<file path="src/mfmt_consts.svh">
`ifndef MFMT_CONSTS_SVH
`define MFMT_CONSTS_SVH

// fixed ascii codes
`define MFMT_CH_NL      8'h0a   // line feed only, no carriage return
`define MFMT_CH_SP      8'h20
`define MFMT_CH_MINUS   8'h2d
`define MFMT_CH_ZERO    8'h30   // digits are offsets from here
`define MFMT_CH_X       8'h78   // lower case x between dims
`define MFMT_CH_LPAR    8'h28
`define MFMT_CH_RPAR    8'h29
`define MFMT_CH_COLON   8'h3a

// descriptor fields
`define MFMT_DIM_W      3
`define MFMT_ID_W       4

// largest values that still print as one digit
`define MFMT_DIM_MAX    7
`define MFMT_ID_MAX     9

// element counter, 7x7 = 49 needs 6 bits
`define MFMT_CNT_W      6

// title position, longest title is 16 chars
`define MFMT_TITLE_IDX_W 5

`endif
</file>
<file path="src/fmt_pkg.sv">
package fmt_pkg;

    // one ascii character
    typedef logic [7:0] char_t;

    // display mode, codes 1 and 3 are not supported
    typedef enum logic [1:0] {
        MODE_MATRIX = 2'd0,
        MODE_RESULT = 2'd2
    } disp_mode_e;

    // character offered to the uart
    typedef struct packed {
        logic  valid;
        char_t data;
    } tx_beat_t;

    // sequencer phases
    typedef enum logic [2:0] {
        PH_IDLE    = 3'd0,
        PH_TITLE   = 3'd1,
        PH_FETCH   = 3'd2,   // waiting on the element source
        PH_DIGITS  = 3'd3,
        PH_SEP     = 3'd4,   // space or newline after an element
        PH_LAST_NL = 3'd5,
        PH_DONE    = 3'd6
    } seq_phase_e;

endpackage

</file>
<file path="src/mat_pkg.sv">
`include "mfmt_consts.svh"

package mat_pkg;

    // row or column count, 1..7
    typedef logic [`MFMT_DIM_W-1:0] dim_t;

    // one matrix element, two's complement
    typedef logic signed [7:0] elem_t;

    // what the caller hands over with start
    typedef struct packed {
        logic [`MFMT_ID_W-1:0] id;   // printed in the matrix title
        dim_t                  m;    // rows
        dim_t                  n;    // columns
    } mat_desc_t;

endpackage

</file>
<file path="src/display_formatter.sv">
`timescale 1ns/1ps
`include "mfmt_consts.svh"

module display_formatter (
    input  logic                 clk,
    input  logic                 rst_n,
    input  logic                 start,
    input  fmt_pkg::disp_mode_e  mode,
    input  mat_pkg::mat_desc_t   desc,
    input  mat_pkg::elem_t       matrix_data,
    input  logic                 matrix_data_valid,
    output logic                 data_req,
    output fmt_pkg::tx_beat_t    tx,
    input  logic                 tx_busy,
    output logic                 format_done
);
    import mat_pkg::*;
    import fmt_pkg::*;

    logic [`MFMT_TITLE_IDX_W-1:0] title_pos;
    disp_mode_e                   title_mode;
    mat_desc_t                    title_desc;
    char_t                        title_ch;
    logic                         title_last;

    logic                         elem_load;
    elem_t                        elem_in;
    logic                         elem_advance;
    char_t                        elem_ch;
    logic                         elem_last;

    print_sequencer u_seq (
        .clk               (clk),
        .rst_n             (rst_n),
        .start             (start),
        .mode              (mode),
        .desc              (desc),
        .data_req          (data_req),
        .matrix_data       (matrix_data),
        .matrix_data_valid (matrix_data_valid),
        .tx                (tx),
        .tx_busy           (tx_busy),
        .format_done       (format_done),
        .title_pos         (title_pos),
        .title_mode        (title_mode),
        .title_desc        (title_desc),
        .title_ch          (title_ch),
        .title_last        (title_last),
        .elem_load         (elem_load),
        .elem_out          (elem_in),
        .elem_advance      (elem_advance),
        .elem_ch           (elem_ch),
        .elem_last         (elem_last)
    );

    title_rom u_title (
        .mode (title_mode),
        .desc (title_desc),
        .pos  (title_pos),
        .ch   (title_ch),
        .last (title_last)
    );

    elem_to_ascii u_elem (
        .clk     (clk),
        .rst_n   (rst_n),
        .load    (elem_load),
        .elem    (elem_in),
        .advance (elem_advance),
        .ch      (elem_ch),
        .last    (elem_last)
    );

endmodule

</file>
<file path="src/print_sequencer.sv">
`timescale 1ns/1ps
`include "mfmt_consts.svh"

module print_sequencer (
    input  logic                             clk,
    input  logic                             rst_n,
    input  logic                             start,
    input  fmt_pkg::disp_mode_e              mode,
    input  mat_pkg::mat_desc_t               desc,
    output logic                             data_req,
    input  mat_pkg::elem_t                   matrix_data,
    input  logic                             matrix_data_valid,
    output fmt_pkg::tx_beat_t                tx,
    input  logic                             tx_busy,
    output logic                             format_done,
    output logic [`MFMT_TITLE_IDX_W-1:0]     title_pos,
    output fmt_pkg::disp_mode_e              title_mode,
    output mat_pkg::mat_desc_t               title_desc,
    input  fmt_pkg::char_t                   title_ch,
    input  logic                             title_last,
    output logic                             elem_load,
    output mat_pkg::elem_t                   elem_out,
    output logic                             elem_advance,
    input  fmt_pkg::char_t                   elem_ch,
    input  logic                             elem_last
);
    import mat_pkg::*;
    import fmt_pkg::*;

    typedef logic [`MFMT_CNT_W-1:0] cnt_t;

    seq_phase_e phase;
    disp_mode_e mode_q;
    mat_desc_t  desc_q;
    dim_t       col_cnt;
    cnt_t       elem_cnt;
    cnt_t       elem_total;
    logic       mode_ok;
    logic       row_end;
    logic       all_sent;

    assign mode_ok    = (mode == MODE_MATRIX) || (mode == MODE_RESULT);
    assign elem_total = cnt_t'(desc_q.m) * cnt_t'(desc_q.n);
    assign row_end    = (col_cnt == desc_q.n - 1'b1);
    assign all_sent   = (elem_cnt == elem_total - 1'b1);

    // element handshake
    assign data_req     = (phase == PH_FETCH);
    assign elem_load    = data_req && matrix_data_valid;
    assign elem_out     = matrix_data;
    assign elem_advance = (phase == PH_DIGITS) && !tx_busy;

    assign title_mode = mode_q;
    assign title_desc = desc_q;

    // job parameters, taken with start
    always_ff @(posedge clk) begin
        if (phase == PH_IDLE && start) begin
            mode_q <= mode;
            desc_q <= desc;
        end
    end

    always_ff @(posedge clk or negedge rst_n) begin
        if (!rst_n) begin
            phase       <= PH_IDLE;
            tx          <= '0;
            format_done <= 1'b0;
            title_pos   <= '0;
            col_cnt     <= '0;
            elem_cnt    <= '0;
        end else begin
            tx.valid    <= 1'b0;   // one cycle per character
            format_done <= 1'b0;
            case (phase)
                PH_IDLE: begin
                    if (start && mode_ok) begin   // other mode codes are ignored
                        phase     <= PH_TITLE;
                        title_pos <= '0;
                        col_cnt   <= '0;
                        elem_cnt  <= '0;
                    end
                end
                PH_TITLE: begin
                    if (!tx_busy) begin
                        tx        <= '{valid: 1'b1, data: title_ch};
                        title_pos <= title_pos + 1'b1;
                        if (title_last) phase <= PH_FETCH;
                    end
                end
                PH_FETCH: begin
                    if (matrix_data_valid) phase <= PH_DIGITS;
                end
                PH_DIGITS: begin
                    if (!tx_busy) begin
                        tx <= '{valid: 1'b1, data: elem_ch};
                        if (elem_last) phase <= PH_SEP;
                    end
                end
                PH_SEP: begin
                    if (!tx_busy) begin
                        tx.valid <= 1'b1;
                        tx.data  <= row_end ? `MFMT_CH_NL : `MFMT_CH_SP;
                        col_cnt  <= row_end ? '0 : col_cnt + 1'b1;
                        elem_cnt <= elem_cnt + 1'b1;
                        phase    <= all_sent ? PH_LAST_NL : PH_FETCH;
                    end
                end
                PH_LAST_NL: begin
                    if (!tx_busy) begin
                        tx    <= '{valid: 1'b1, data: `MFMT_CH_NL};
                        phase <= PH_DONE;
                    end
                end
                PH_DONE: begin
                    format_done <= 1'b1;   // lands after the final newline beat
                    phase       <= PH_IDLE;
                end
                default: phase <= PH_IDLE;
            endcase
        end
    end

endmodule

</file>
<file path="src/elem_to_ascii.sv">
`timescale 1ns/1ps
`include "mfmt_consts.svh"

module elem_to_ascii (
    input  logic            clk,
    input  logic            rst_n,
    input  logic            load,
    input  mat_pkg::elem_t  elem,
    input  logic            advance,
    output fmt_pkg::char_t  ch,
    output logic            last
);
    import fmt_pkg::*;

    logic       neg_q;
    logic [8:0] mag_q;    // one bit wider so -128 gives 128
    logic [1:0] ptr_q;    // at most 4 chars, "-128"

    logic       hund;
    logic [6:0] rem;
    logic [3:0] tens;
    logic [3:0] ones;

    char_t      seq [4];
    logic [1:0] last_idx;

    // sign and magnitude of the element
    always_ff @(posedge clk) begin
        if (load) begin
            neg_q <= elem[7];
            mag_q <= elem[7] ? 9'd0 - {elem[7], elem} : {1'b0, elem};
        end
    end

    always_ff @(posedge clk or negedge rst_n) begin
        if (!rst_n) begin
            ptr_q <= '0;
        end else if (load) begin
            ptr_q <= '0;
        end else if (advance) begin
            ptr_q <= ptr_q + 1'b1;
        end
    end

    // decimal split by thresholds, magnitude never exceeds 128
    always_comb begin
        hund = (mag_q >= 9'd100);
        rem  = hund ? 7'(mag_q - 9'd100) : 7'(mag_q);
        tens = '0;
        for (int t = 1; t <= 9; t++) begin
            if (rem >= 7'(t * 10)) tens = 4'(t);   // highest match wins
        end
        ones = 4'(rem - 7'(tens * 10));
    end

    // pack the present characters to the front of the list
    always_comb begin
        logic [1:0] k;
        k   = '0;
        seq = '{default: `MFMT_CH_ZERO};
        if (neg_q) begin
            seq[k] = `MFMT_CH_MINUS;
            k      = k + 1'b1;
        end
        if (hund) begin
            seq[k] = `MFMT_CH_ZERO + 8'd1;
            k      = k + 1'b1;
        end
        if (hund || tens != 4'd0) begin   // inner zero stays, leading zero goes
            seq[k] = `MFMT_CH_ZERO + {4'b0, tens};
            k      = k + 1'b1;
        end
        seq[k]   = `MFMT_CH_ZERO + {4'b0, ones};
        last_idx = k;
    end

    assign ch   = seq[ptr_q];
    assign last = (ptr_q == last_idx);

endmodule

</file>
<file path="src/title_rom.sv">
`timescale 1ns/1ps
`include "mfmt_consts.svh"

module title_rom (
    input  fmt_pkg::disp_mode_e              mode,
    input  mat_pkg::mat_desc_t               desc,
    input  logic [`MFMT_TITLE_IDX_W-1:0]     pos,
    output fmt_pkg::char_t                   ch,
    output logic                             last
);
    import fmt_pkg::*;

    char_t id_ch;
    char_t m_ch;
    char_t n_ch;

    assign id_ch = `MFMT_CH_ZERO + char_t'(desc.id);
    assign m_ch  = `MFMT_CH_ZERO + char_t'(desc.m);
    assign n_ch  = `MFMT_CH_ZERO + char_t'(desc.n);

    always_comb begin
        ch   = `MFMT_CH_SP;
        last = 1'b0;
        case (mode)
            MODE_MATRIX: begin   // "Matrix I (MxN):"
                case (pos)
                    5'd0:  ch = "M";
                    5'd1:  ch = "a";
                    5'd2:  ch = "t";
                    5'd3:  ch = "r";
                    5'd4:  ch = "i";
                    5'd5:  ch = "x";
                    5'd7:  ch = id_ch;
                    5'd9:  ch = `MFMT_CH_LPAR;
                    5'd10: ch = m_ch;
                    5'd11: ch = `MFMT_CH_X;
                    5'd12: ch = n_ch;
                    5'd13: ch = `MFMT_CH_RPAR;
                    5'd14: ch = `MFMT_CH_COLON;
                    5'd15: begin
                        ch   = `MFMT_CH_NL;
                        last = 1'b1;
                    end
                    default: ch = `MFMT_CH_SP;   // positions 6 and 8
                endcase
            end
            MODE_RESULT: begin   // "Result (MxN):"
                case (pos)
                    5'd0:  ch = "R";
                    5'd1:  ch = "e";
                    5'd2:  ch = "s";
                    5'd3:  ch = "u";
                    5'd4:  ch = "l";
                    5'd5:  ch = "t";
                    5'd7:  ch = `MFMT_CH_LPAR;
                    5'd8:  ch = m_ch;
                    5'd9:  ch = `MFMT_CH_X;
                    5'd10: ch = n_ch;
                    5'd11: ch = `MFMT_CH_RPAR;
                    5'd12: ch = `MFMT_CH_COLON;
                    5'd13: begin
                        ch   = `MFMT_CH_NL;
                        last = 1'b1;
                    end
                    default: ch = `MFMT_CH_SP;
                endcase
            end
            default: last = 1'b1;   // unknown mode ends the title at once
        endcase
    end

endmodule

</file>
<file path="config.mk">
export PLATFORM = sky130hd
export DESIGN_NAME = display_formatter
export DESIGN_NICKNAME = d
export VERILOG_FILES = /design/src/fmt_pkg.sv /design/src/mat_pkg.sv /design/src/display_formatter.sv /design/src/print_sequencer.sv /design/src/elem_to_ascii.sv /design/src/title_rom.sv
export VERILOG_INCLUDE_DIRS = /design/src
export SDC_FILE = /design/constraint.sdc
export NUM_CORES = 1
export LEC_CHECK = 0
export ABC_AREA = 1
export BUFFER_PORTS_ARGS = -buffer_cell sky130_fd_sc_hd__buf_2
export CAP_MARGIN = 20
export CORE_MARGIN = 2
export CORE_UTILIZATION = 61
export CTS_BUF_LIST = sky130_fd_sc_hd__clkbuf_16
export CTS_CLUSTER_SIZE = 16
export DETAILED_ROUTE_END_ITERATION = 16
export GPL_ROUTABILITY_DRIVEN = 0
export GPL_TIMING_DRIVEN = 0
export PLACE_DENSITY = 0.84
export SLEW_MARGIN = 20
export SYNTH_ARGS = -nofsm -noshare
export SYNTH_HDL_FRONTEND = slang
export SYNTH_SLANG_ARGS = --single-unit
</file>
<file path="constraint.sdc">
create_clock -name clk -period 3.5 [get_ports clk]
set_input_delay 0.525 -clock clk [delete_from_list [all_inputs] [get_ports clk]]
set_output_delay 0.525 -clock clk [all_outputs]
set_load 0.01 [all_outputs]
</file>
### After elaboration in Yosys (flattened, before gate mapping)

Cells that the tools add are included.

| storage, ports and cells | value |
|---|---|
| register bits | 51 |
| bits of input ports | 25 |
| output and inout bits | 11 |
| word-level logic and storage cells | 177 |

| operators by class | value |
|---|---|
| add/subtract/negate cells | 16 |
| multipliers | 2 |
| $lt $le $gt $ge | 17 |
| equality and inequality tests | 33 |
| mux-type cells | 63 |
| bitwise operators | 7 |
| reduce and logical (&&, ||, !) cells | 24 |

Operators by type and width:

| kind | count |
|---|---|
| 8-bit one-hot mux with 13 select lines | 2 |
| 32-bit bitwise mux | 2 |
| 32-bit 2-to-1 mux | 2 |
| 8-bit demux with 2-bit select | 3 |
| 3-bit 2-to-1 mux | 16 |
| 5-bit by 4-bit == test with 1-bit output, second input constant | 8 |
| 8-bit 2-to-1 mux | 5 |
| 9-bit 2-to-1 mux | 4 |
| 9-bit one-hot mux with 4 select lines | 1 |
| 6-bit by 4-bit adder with 7-bit output, first input constant | 3 |
| 7-bit by 6-bit >= comparator with 1-bit output, second input constant | 3 |
| 7-bit >= comparator, second input constant | 3 |
| 20-bit bitwise AND | 1 |
| 20-bit inverter | 1 |
| 6-bit 2-to-1 mux | 3 |
| 3-bit one-hot mux with 6 select lines | 1 |
| 8-bit binary-select mux with 2-bit select | 1 |
| 2-bit != test, second input constant | 8 |
| 8-bit one-hot mux with 2 select lines | 1 |
| 5-bit by 3-bit == test with 1-bit output, second input constant | 3 |
| 5-bit 2-to-1 mux | 3 |
| 6-bit by 3-bit adder with 7-bit output, first input constant | 2 |
| 7-bit by 5-bit >= comparator with 1-bit output, second input constant | 2 |
| 7-bit 2-to-1 mux | 2 |
| 47 further kinds | 82 |

### Depth between registers and ports, before layout

Gate-level depths: netlist (run 1).

| depth | value |
|---|---|
| depth after elaboration | 26 |
| depth in mapped cells | 30 |
| gate-level depth less buffers | 30 |

### Cells and area by module

A second synthesis (run 1) with hierarchy kept.

| unflattened totals | value |
|---|---|
| cell total of the unflattened synthesis | 628 |
| area total of the unflattened synthesis | 4,581.9 um^2 |

By module, submodules not included:

| module | times used | cells an instance | area an instance (um^2) | sequential area each (um^2) |
|---|---|---|---|---|
| print_sequencer | 1 | 274 | 2,321.0 | 1,036.0 |
| elem_to_ascii | 1 | 230 | 1,646.6 | 350.3 |
| title_rom | 1 | 124 | 614.3 | 0.0 |

### Worst setup path after synthesis (run 1)

No wires, ideal clock.

| path | value |
|---|---|
| path kind | register to register |
| start point | reg u_elem.mag_q[3] |
| end point | reg u_seq.tx[3] (netlist name) |
| setup time | 0.077 ns |
| arrival time | 2.994 ns |
| data required time | 3.423 ns |
| setup slack | 0.429 ns |
| stages on the path, launching flop included | 29 |
| path buffers | 0 |
| period minus slack after synthesis | 3.071 ns |
| cell sequence | edfxtp_1 inv_1 ha_1 inv_1 nor2_2 nand3_2 nand2_4 nand2_2 nand2_4 inv_2 nand2_2 a21oi_2 nand2_1 nand2_1 nand2_1 nand2_1 nand2_2 nand2_4 ha_1 fa_1 xnor2_1 nand3_1 nand2_2 nand2_1 nand2_1 nand2_1 nand2_1 nand3_1 a21oi_1 |

| between the ends | value |
|---|---|
| word-level cells in the longest chain between the ends | 26 |
| elaborated cells on any way between the ends | 51 |
| classes of those cells | add/sub (5); mul (1); order compare (14); mux (25); bitwise (2); reduce/logical (4) |

RTL lines:

| what | line | RTL |
|---|---|---|
| from (decl) | elem_to_ascii.sv:16 | `logic [8:0] mag_q;` |
| from (signal assigned) | elem_to_ascii.sv:31 | `mag_q <= elem[7] ? 9'd0 - {elem[7], elem} : {1'b0, elem};` |
| branches (longest 20 deep; another with 9-bit by 7-bit >= comparator with 1-bit output) | n/a |  |
| 32-bit bitwise mux * | elem_to_ascii.sv:73 | `` seq[k] = `MFMT_CH_ZERO + {4'b0, ones}; `` |
| 8-bit binary-select mux with 2-bit select * | elem_to_ascii.sv:77 | `assign ch = seq[ptr_q];` |
| 8-bit 2-to-1 mux (implied by the code) * (2 in series) | elem_to_ascii.sv:77 |  |
| 9-bit 2-to-1 mux * | print_sequencer.sv:95 | `if (!tx_busy) begin` |
| 9-bit one-hot mux with 4 select lines * | print_sequencer.sv:75 | `case (phase)` |

Mark *: on every way between the ends. The select of a mux whose other input is x is not followed.
A chain may end at the register's enable or synchronous reset.

### Worst setup path after layout (run 1)

| path | value |
|---|---|
| start point | reg u_elem.mag_q[4] |
| end point | reg u_seq.tx[3] (netlist name) |

| between the ends | value |
|---|---|
| word-level cells in the longest chain between the ends | 26 |
| elaborated cells on any way between the ends | 51 |
| classes of those cells | add/sub (5); mul (1); order compare (14); mux (25); bitwise (2); reduce/logical (4) |

RTL lines:

| what | line |
|---|---|
| branches (longest 20 deep; another with 9-bit by 7-bit >= comparator with 1-bit output) | n/a |
| 32-bit bitwise mux * | elem_to_ascii.sv:73 |
| 8-bit binary-select mux with 2-bit select * | elem_to_ascii.sv:77 |
| 8-bit 2-to-1 mux (implied by the code) * (2 in series) | elem_to_ascii.sv:77 |
| 9-bit 2-to-1 mux * | print_sequencer.sv:95 |
| 9-bit one-hot mux with 4 select lines * | print_sequencer.sv:75 |

Marks and branches as above.

==> results_dict.tcl, run 1 <==
set metrics [dict create \
    status "completed" \
    clk_pin_slew_worst_paths_ns 0.07 \
    max-cap-violations 0 \
    num_io_pins 36 \
    avgSynthCellArea_sq_um 7.39 \
    crit_fanout 6 \
    finalWirelength_mm 9.94 \
    final-instance-count-excl-fill 684 \
    clock.fmax_mhz 289 \
    synth_cells 554 \
    grt_max_degree 29 \
    nets 659 \
    hpwl_mm 7.39 \
    yosysWarnings 0 \
    synthToLayoutAreaGrowth_pct 13.5 \
    synth_compound_area_share_pct 16.2 \
    dp_cells 666 \
    grt_pass1_vias 3724 \
    clockBufferDepth 2 \
    io_buffers 34 \
    root_buffer "clkbuf_16" \
    rows 29 \
    path_class "reg -> reg" \
    multiInputGateArea_sq_mm 0.00240 \
    regArea_sq_mm 0.00136 \
    hold_class "in -> async" \
    die_w_microns 85.9 \
    setup_violations 0 \
    via_per_inst 5.77 \
    fin_crit_sh_pct 98.7 \
    antenna_found_initial 0 \
    synth-edff-count 22 \
    yosys.area_share.adder_pct 9.11 \
    p_leak_nw 2.29 \
    p_per_area_mw_per_mm2 722 \
    drtPass1Iterations 5 \
    start_kind "register" \
    cts_buffers 5 \
    synth-seq-cells 50 \
    worstMarginPinSlew_ns 0.959 \
    fin_crit_ns 3.46 \
    synthMuxAreaShare_pct 0 \
    ir_drop_mv 0.406 \
    synth_top_family_by_area "simple AND/OR/NAND/NOR gates" \
    ys_types 47 \
    cts.sinks 50 \
    grt_setup_unrepaired "true" \
    fin_util_pct 72.3 \
    grt_pass1_wl_mm 15.9 \
    wl_per_cell_microns 14.5 \
    async_reset_ff_share_pct 56.0 \
    drt-initial-drc-count 413 \
    core_sq_mm 0.00642 \
    slew_violations 0 \
    start_util_pct 63.7 \
    drive_above_1_share_pct 16.3 \
    synthXorXnorAreaFrac_pct 6.14 \
    fin_worst_skew_ns 0.0122 \
    htreeDepth 2 \
    yosysSeqAreaShare_pct 33.3 \
    diodes 0 \
    ff2ff_path_depth 26 \
    synth_area_sq_mm 0.00409 \
    fillCellCount 501 \
    slew_headroom_pct 35.9 \
    end_kind "register" \
    timing.final.hold_violations 0 \
    synthSimpleGateAreaFrac_pct 25.6 \
    clk_latency_ns 0.30 \
    grt_use_total_pct 26.6 \
    arrival_ns 3.69 \
    gr-max-usage-layer "met2" \
    die_area_sq_mm 0.00738 \
    grt_util_met2_pct 44.2 \
    die_height_microns 85.9 \
    num_vias 3947 \
    drc 0 \
    crit_required_ns 3.73 \
    synth-main-ff-cell "dfrtp_1" \
    final_antenna_net_count 0 \
    grt_use_met1_pct 35.3 \
    globalRouteMet3Util_pct 3.56 \
    grt-ovfl-total 0 \
    cts_tree "built" \
]
-- routing by layer --
layer  part of all wire [%]  vias up
met4                    2.9        0
met1                     42     1806
met5                      0        -
met2                     49      187
li1                       -     1913
met3                    6.1       41
-- worst max-delay path, stage by stage (launching register included) --
cell	delay [ns]
edfxtp_1	0.43
buf_4	0.16
inv_1	0.06
nand2_1	0.06
nor2_2	0.12
nand3_2	0.16
nand2_4	0.18
nand2_4	0.06
nand2_4	0.08
inv_2	0.07
nor2_1	0.15
a31oi_2	0.14
nand2_1	0.09
nand2_1	0.06
nand2_2	0.08
nand2_4	0.08
ha_4	0.17
fa_2	0.40
xnor2_2	0.15
nand3_1	0.11
nand2_2	0.10
nand2_1	0.06
nand2_1	0.05
nand2_1	0.07
nand2_1	0.07
nand3_1	0.08
a21oi_1	0.16
-- cell usage in the layout, fill, tap and decap left out, types with 5 or more instances in the layout --
cell	count
nand2_1	109
inv_1	92
nor2_1	62
o21ai_0	35
buf_2	34
dfrtp_1	28
ha_1	23
edfxtp_1	22
a21oi_1	21
nand3_1	19
xor2_1	13
nand2_2	11
xnor2_1	11
nor3_1	11
buf_4	11
o22ai_1	8
inv_2	7
nand2_4	6
o21ai_1	6
nand4_1	5
a31oi_1	5
a211oi_1	5
clkbuf_16	5
-- synth_stat cells, types with 10 or more instances --
library cell | count | area (sq um)
xor2_1 | 13 | 114
edfxtp_1 | 22 | 661
nor3_1 | 11 | 55.1
inv_1 | 93 | 349
nand3_1 | 20 | 100
o21ai_0 | 36 | 180
nor2_1 | 63 | 236
a21oi_1 | 21 | 105
xnor2_1 | 12 | 105
nand2_2 | 10 | 62.6
dfrtp_1 | 28 | 701
ha_1 | 25 | 313
nand2_1 | 111 | 417
-- worst paths after layout --
| check | startpoint | endpoint | slack [ns] |
|---|---|---|---|
| hold reg to reg | u_seq.tx[1] | u_seq.tx[1] | 0.48 |
| hold / removal | rst_n | u_seq.tx[2] | 0.25 |
| min in group clk | desc[9] | u_seq.title_desc[9] | 0.40 |
| max in group asynchronous | rst_n | u_seq.col_cnt[2] | 2.81 |
| setup / recovery | u_elem.mag_q[4] | u_seq.tx[3] | 0.04 |
| setup reg to reg | u_elem.mag_q[4] | u_seq.tx[3] | 0.04 |
-- layout make-up --
cell class / count / share of cell area, %
Sequential cell: 50 / 29.3
Multi-Input combinational cell: 401 / 51.7
Clock buffer: 5 / 2.69
Timing Repair Buffer: 44 / 5.28
Buffer: 3 / 0.323
Tap cell: 77 / 2.07
Inverter: 101 / 8.16
Clock inverter: 3 / 0.431
-- stage by stage --
step	hold slack, ns	instance area (sq um)	power (mW)	worst slack, ns	setup TNS [ns]
final	0.248	4640	3.35	0.0448	0
after global routing	0.305	4640	3.62	-0.194	-0.253
after CTS	0.274	4520	3.22	0.00112	0
after detailed placement	0.473	4360	2.71	-0.0121	-0.0121
after global placement	0.452	4360	2.64	0.153	0
after floorplan	0.229	4100	2.29	0.429	0
-- registers in the layout, summed over array words and instances (netlist names) --
| register | count |
|---|---|
| u_elem.mag_q | 9 |
| u_elem.neg_q | 1 |
| u_elem.ptr_q | 2 |
| u_seq.col_cnt | 3 |
| u_seq.elem_cnt | 6 |
| u_seq.format_done | 1 |
| u_seq.phase | 3 |
| u_seq.title_desc | 10 |
| u_seq.title_mode | 2 |
| u_seq.title_pos | 5 |
| u_seq.tx | 8 |
-- report_power, final --
| group | internal [mW] | switching, mW |
|---|---|---|
| sequential | 0.791 | 0.151 |
| combinational | 0.717 | 1.21 |
| clock | 0.265 | 0.224 |
| total | 1.77 | 1.58 |
-- timing repair --
| action | in CTS | in global routing |
|---|---|---|
| pin swaps | 1 | 10 |
| hold buffers | 0 | 0 |
| gates resized for setup | 0 | 15 |
| buffers inserted | 1 | 9 |
| endpoints found under the setup margin | 1 | 2 |
-- cell families (layout without fill, tap and decap cells) --
kind of cell,Yosys count,count (layout)
compound gates,107,107
buf+inv,104,156
flops,50,50
simple gates,237,237
other cells,1,2
fa+ha+maj,28,28
xor+xnor,27,27
(Power assumes the default switching activity.)
==> inputs of run 2 (changes only) <==
Settings changed: CORE_UTILIZATION 61 to 25, PLACE_DENSITY 0.84 to 0.43.
==> results_dict.tcl, run 2 (synthesis gave the netlist of run 1 again) <==
set metrics [dict create \
    drtPass1Iterations 4 \
    timing.final.hold_violations 0 \
    start_util_pct 25.7 \
    hold_ws_ns 0.272 \
    nets 658 \
    slowest_stage "edfxtp_1" \
    setup_violations 0 \
    post-place-ws_ns 0.0545 \
    clockBufferDepth 2 \
    cts.sinks 50 \
    arrival_ns 3.48 \
    die_height_microns 132 \
    clock.fmax_mhz 307 \
    antenna_found_initial 0 \
    wl_per_cell_microns 12.5 \
    drt-initial-drc-count 211 \
    cts_tree "built" \
    max-cap-violations 0 \
    htreeDepth 2 \
    ff2ff_path_depth 26 \
    clk_pin_slew_worst_paths_ns 0.07 \
    num_io_pins 36 \
    largest_reg_flops 10 \
    fin_crit_sh_pct 93.2 \
    via_per_inst 4.47 \
    hpwl_mm 8.36 \
    fin_worst_skew_ns 0.00915 \
    status "completed" \
    fin_util_pct 30.2 \
    hold_class "in -> async" \
    drive_above_1_share_pct 16.2 \
    grt_pass1_wl_mm 17.5 \
    fin_crit_ns 3.26 \
    rows 46 \
    fillCellCount 1745 \
    grt-ovfl-total 0 \
    slew_headroom_pct 37.6 \
    slew_violations 0 \
    critPathMaxStageDelay_ns 0.44 \
    regToRegSetupSlack_ns 0.24 \
    cts_buffers 5 \
    final_cell_mix "nand2_1, inv_1, nor2_1" \
    layout_commonest_cell "nand2_1" \
    crit_fanout 7 \
    p_per_area_mw_per_mm2 686 \
    num_vias 3673 \
    start_kind "register" \
    multiInputGateArea_sq_mm 0.00241 \
    grt_pass1_vias 3671 \
    die_w_microns 132 \
    crit_required_ns 3.72 \
    drc 0 \
    ir_drop_mv 0.209 \
    synthToLayoutAreaGrowth_pct 17.6 \
    core_sq_mm 0.0159 \
    final_antenna_net_count 0 \
    worstMarginPinSlew_ns 0.932 \
    finalWirelength_mm 10.3 \
    io_buffers 34 \
    path_class "reg -> reg" \
    finalWorstSetupSlack_ns 0.239 \
    root_buffer "clkbuf_16" \
    grt_max_degree 29 \
    p_leak_nw 2.30 \
    grt_use_total_pct 12.2 \
    end_kind "register" \
    clk_latency_ns 0.29 \
    cts-hold-fix-buffers 0 \
    setup-tns-final_ns 0 \
    die_area_sq_mm 0.0174 \
    diodes 0 \
    crit_top_cell "nand2_1" \
    grt_setup_unrepaired "true" \
    regArea_sq_mm 0.00136 \
]
==> run 2: final cells by class <==
| class | instances | area share (%) |
|---|---|---|
| Inverter | 101 | 7.87 |
| Buffer | 3 | 0.312 |
| Multi-Input combinational cell | 401 | 50.1 |
| Timing Repair Buffer | 43 | 4.94 |
| Tap cell | 216 | 5.61 |
| Sequential cell | 50 | 28.3 |
| Clock buffer | 5 | 2.60 |
| Clock inverter | 3 | 0.312 |
==> run 2: stage by stage <==
stage	total power, mW	area [sq um]	cells
after detailed placement	2.75	4540	805
final	3.30	4810	822
after floorplan	2.29	4100	555
after global placement	2.75	4540	805
after CTS	3.24	4680	813
after global routing	3.67	4810	822
==> run 2: worst paths after layout <==
path,startpoint,end
worst max-delay path,u_elem.mag_q[3],u_seq.tx[3]
worst min-delay path,rst_n,u_seq.elem_cnt[5]
worst max register to register,u_elem.mag_q[3],u_seq.tx[3]
worst min register to register,u_seq.tx[1],u_seq.tx[1]
max in group asynchronous,rst_n,u_seq.title_pos[4]
min in group clk,desc[5],u_seq.title_desc[5]
==> run 2: report_power, final <==
part	total, mW	internal (mW)	switching (mW)
registers	0.942	0.791	0.151
logic	1.89	0.711	1.18
clock network	0.470	0.260	0.210
==> run 2: timing repair <==
item / 4_1_cts / 5_1_grt
endpoints found under the setup margin: 0 / 2
buffers inserted: 0 / 8
resized for setup: 0 / 16
==> run 2: layer usage <==
| metal | routed length (microns) | track usage, % |
|---|---|---|
| met5 | 0 | 0 |
| met4 | 121 | 3.14 |
| met3 | 326 | 1.92 |
| met2 | 4440 | 18.8 |
| met1 | 5420 | 17.6 |
==> run 2: worst max-delay path: cells and delay by family, from the launching register on <==
kind                     cells  cell delay (ns)
AND/OR/NAND/NOR             17             1.44
adder cells (fa/ha/maj)      3             0.69
flip-flops                   1             0.44
AO/OA/AOI/OAI                2             0.27
buffers and inverters        3             0.19
XOR/XNOR                     1             0.15
==> inputs of run 3 (changes only) <==
Settings changed: CTS_BUF_LIST sky130_fd_sc_hd__clkbuf_16 to default, HOLD_SLACK_MARGIN from default to 0.12, PLACE_DENSITY 0.43 to default.
==> results_dict.tcl, run 3 (synthesis gave the netlist of run 1 again) <==
set metrics [dict create \
    grt-ovfl-total 0 \
    grt_max_degree 29 \
    drtPass1Iterations 4 \
    nets 666 \
    critPathLaunch "u_elem.mag_q[5]" \
    worstReg2RegEnd "u_seq.tx[3]" \
    setup-tns-final_ns 0 \
    ff2ff_path_depth 27 \
    setup.worst_path.end "u_seq.tx[3]" \
    rows 46 \
    fillCellCount 1692 \
    max-cap-violations 0 \
    fin_worst_skew_ns 0.00793 \
    hpwl_mm 7.63 \
    clk_pin_slew_worst_paths_ns 0.07 \
    grt_pass1_wl_mm 16.3 \
    wl_per_cell_microns 11.7 \
    p_leak_nw 2.34 \
    drt-initial-drc-count 230 \
    finalWirelength_mm 9.75 \
    setup_violations 0 \
    crit_required_ns 3.72 \
    p_int_mw 1.82 \
    status "completed" \
    start_util_pct 25.7 \
    clock.fmax_mhz 302 \
    synthToLayoutAreaGrowth_pct 19.9 \
    num_io_pins 36 \
    clk_latency_ns 0.29 \
    htreeDepth 2 \
    drive_above_1_share_pct 17.8 \
    largest_reg_flops 10 \
    fin_crit_sh_pct 94.7 \
    cts_tree "built" \
    diodes 0 \
    p_per_area_mw_per_mm2 694 \
    antenna_found_initial 0 \
    r2r_start "u_elem.mag_q[5]" \
    power_frac_clock_pct 15.0 \
    crit_fanout 7 \
    die_area_sq_mm 0.0174 \
    grt_setup_unrepaired "true" \
    end_kind "register" \
    hold_class "in -> async" \
    regArea_sq_mm 0.00136 \
    die_w_microns 132 \
    clockBufferDepth 2 \
    arrival_ns 3.54 \
    core_sq_mm 0.0159 \
    sw_frac_of_total_pct 46.6 \
    root_buffer "clkbuf_16" \
    num_vias 3699 \
    cts_buffers 5 \
    seq_power_share_pct 27.5 \
    layout_commonest_cell "nand2_1" \
    combPwrFrac_pct 57.5 \
    final-instance-count-excl-fill 830 \
    path_class "reg -> reg" \
    start_kind "register" \
    io_buffers 34 \
    slew_violations 0 \
    slew_headroom_pct 31.1 \
    grt_use_total_pct 11.2 \
    via_per_inst 4.46 \
    dp_cells 805 \
    regToRegSetupSlack_ns 0.19 \
    final_cell_mix "nand2_1, inv_1, nor2_1" \
    die_height_microns 132 \
    power_switching_mw 1.58 \
    timing.final.hold_violations 0 \
    cts-hold-fix-buffers 0 \
    worstMarginPinSlew_ns 1.03 \
    grt_pass1_vias 3509 \
    cts.sinks 50 \
    drc 0 \
    multiInputGateArea_sq_mm 0.00243 \
    fin_crit_ns 3.31 \
    ir_drop_mv 0.246 \
    final_antenna_net_count 0 \
]
-- run 3: cell count changes in the layout (fill, tap and decap cells not counted), sizes merged --
| cell | before | now |
|---|---|---|
| buf | 44 | 52 |
| clkinv | 2 | 3 |
| clkinvlp | 1 | 0 |
-- run 3: cell type report --
cell class | instances | share of cell area [%]
Clock inverter | 3 | 0.535
Clock buffer | 5 | 2.55
Inverter | 101 | 7.77
Tap cell | 216 | 5.51
Buffer | 3 | 0.306
Multi-Input combinational cell | 401 | 49.5
Sequential cell | 50 | 27.7
Timing Repair Buffer | 51 | 6.07
-- run 3: through the flow --
stage               cell area [sq um]  hold slack [ns]  util (%)  setup WS (ns)  power, mW
floorplan                        4100            0.229         -          0.429       2.29
global placement                 4540            0.484      28.5         0.0857       2.72
detailed placement               4540            0.473      28.5         0.0686       2.72
CTS                              4690            0.277      29.4         0.0583       3.24
global route                     4910            0.315      30.8        -0.0774       3.73
finish                           4910            0.251      30.8          0.186       3.40
-- run 3: what timing repair did --
action,4_1_cts,5_1_grt
setup endpoints to repair,0,3
buffers inserted,0,17
gates resized for setup,0,21
-- run 3: worst max-delay path, stage by stage (launching register included) --
cell	delay [ns]
edfxtp_1	0.48
nand2_1	0.14
inv_2	0.07
a21oi_4	0.22
nand2_4	0.14
nand2_4	0.09
nand2_4	0.08
nand2_2	0.11
nand2_1	0.05
nand2_1	0.06
nand2_1	0.05
nand2_1	0.06
nand2_1	0.04
nand2_1	0.05
nand2_1	0.06
nand2_2	0.09
nand2_4	0.08
ha_4	0.17
fa_2	0.39
xnor2_2	0.16
nand3_1	0.10
nand2_2	0.12
nand2_1	0.06
nand2_1	0.05
nand2_1	0.05
nand2_1	0.05
nand3_1	0.07
a21oi_1	0.15
-- run 3: how the worst min path moves through the flow --
stage / start / to / slack (ns) / cells after the start
after floorplan: rst_n / u_elem.ptr_q[0] / 0.23 / 0
after global placement: u_seq.tx[2] / u_seq.tx[2] / 0.48 / 2
after detailed placement: u_seq.tx[1] / u_seq.tx[1] / 0.47 / 2
after CTS: rst_n / u_seq.title_pos[2] / 0.28 / 1
after global routing: rst_n / u_seq.title_pos[2] / 0.32 / 1
final: rst_n / u_seq.title_pos[3] / 0.25 / 1
-- run 3: metal layers --
| metal | vias up | track usage [%] | share of wire (%) |
|---|---|---|---|
| li1 | 1929 | - | - |
| met1 | 1671 | 15.8 | 48 |
| met2 | 88 | 17.7 | 46 |
| met3 | 11 | 1.81 | 4.9 |
| met4 | 0 | 2.96 | 1.1 |
| met5 | - | 0 | 0 |
-- run 3: power by group through the flow --
| stage | registers (mW) | clock network (mW) | logic, mW |
|---|---|---|---|
| final | 0.935 | 0.512 | 1.96 |
| after global routing | 0.965 | 0.541 | 2.23 |
| after CTS | 0.937 | 0.523 | 1.78 |
| after detailed placement | 0.949 | 0 | 1.77 |
| after global placement | 0.950 | 0 | 1.77 |
| after floorplan | 0.931 | 0 | 1.36 |
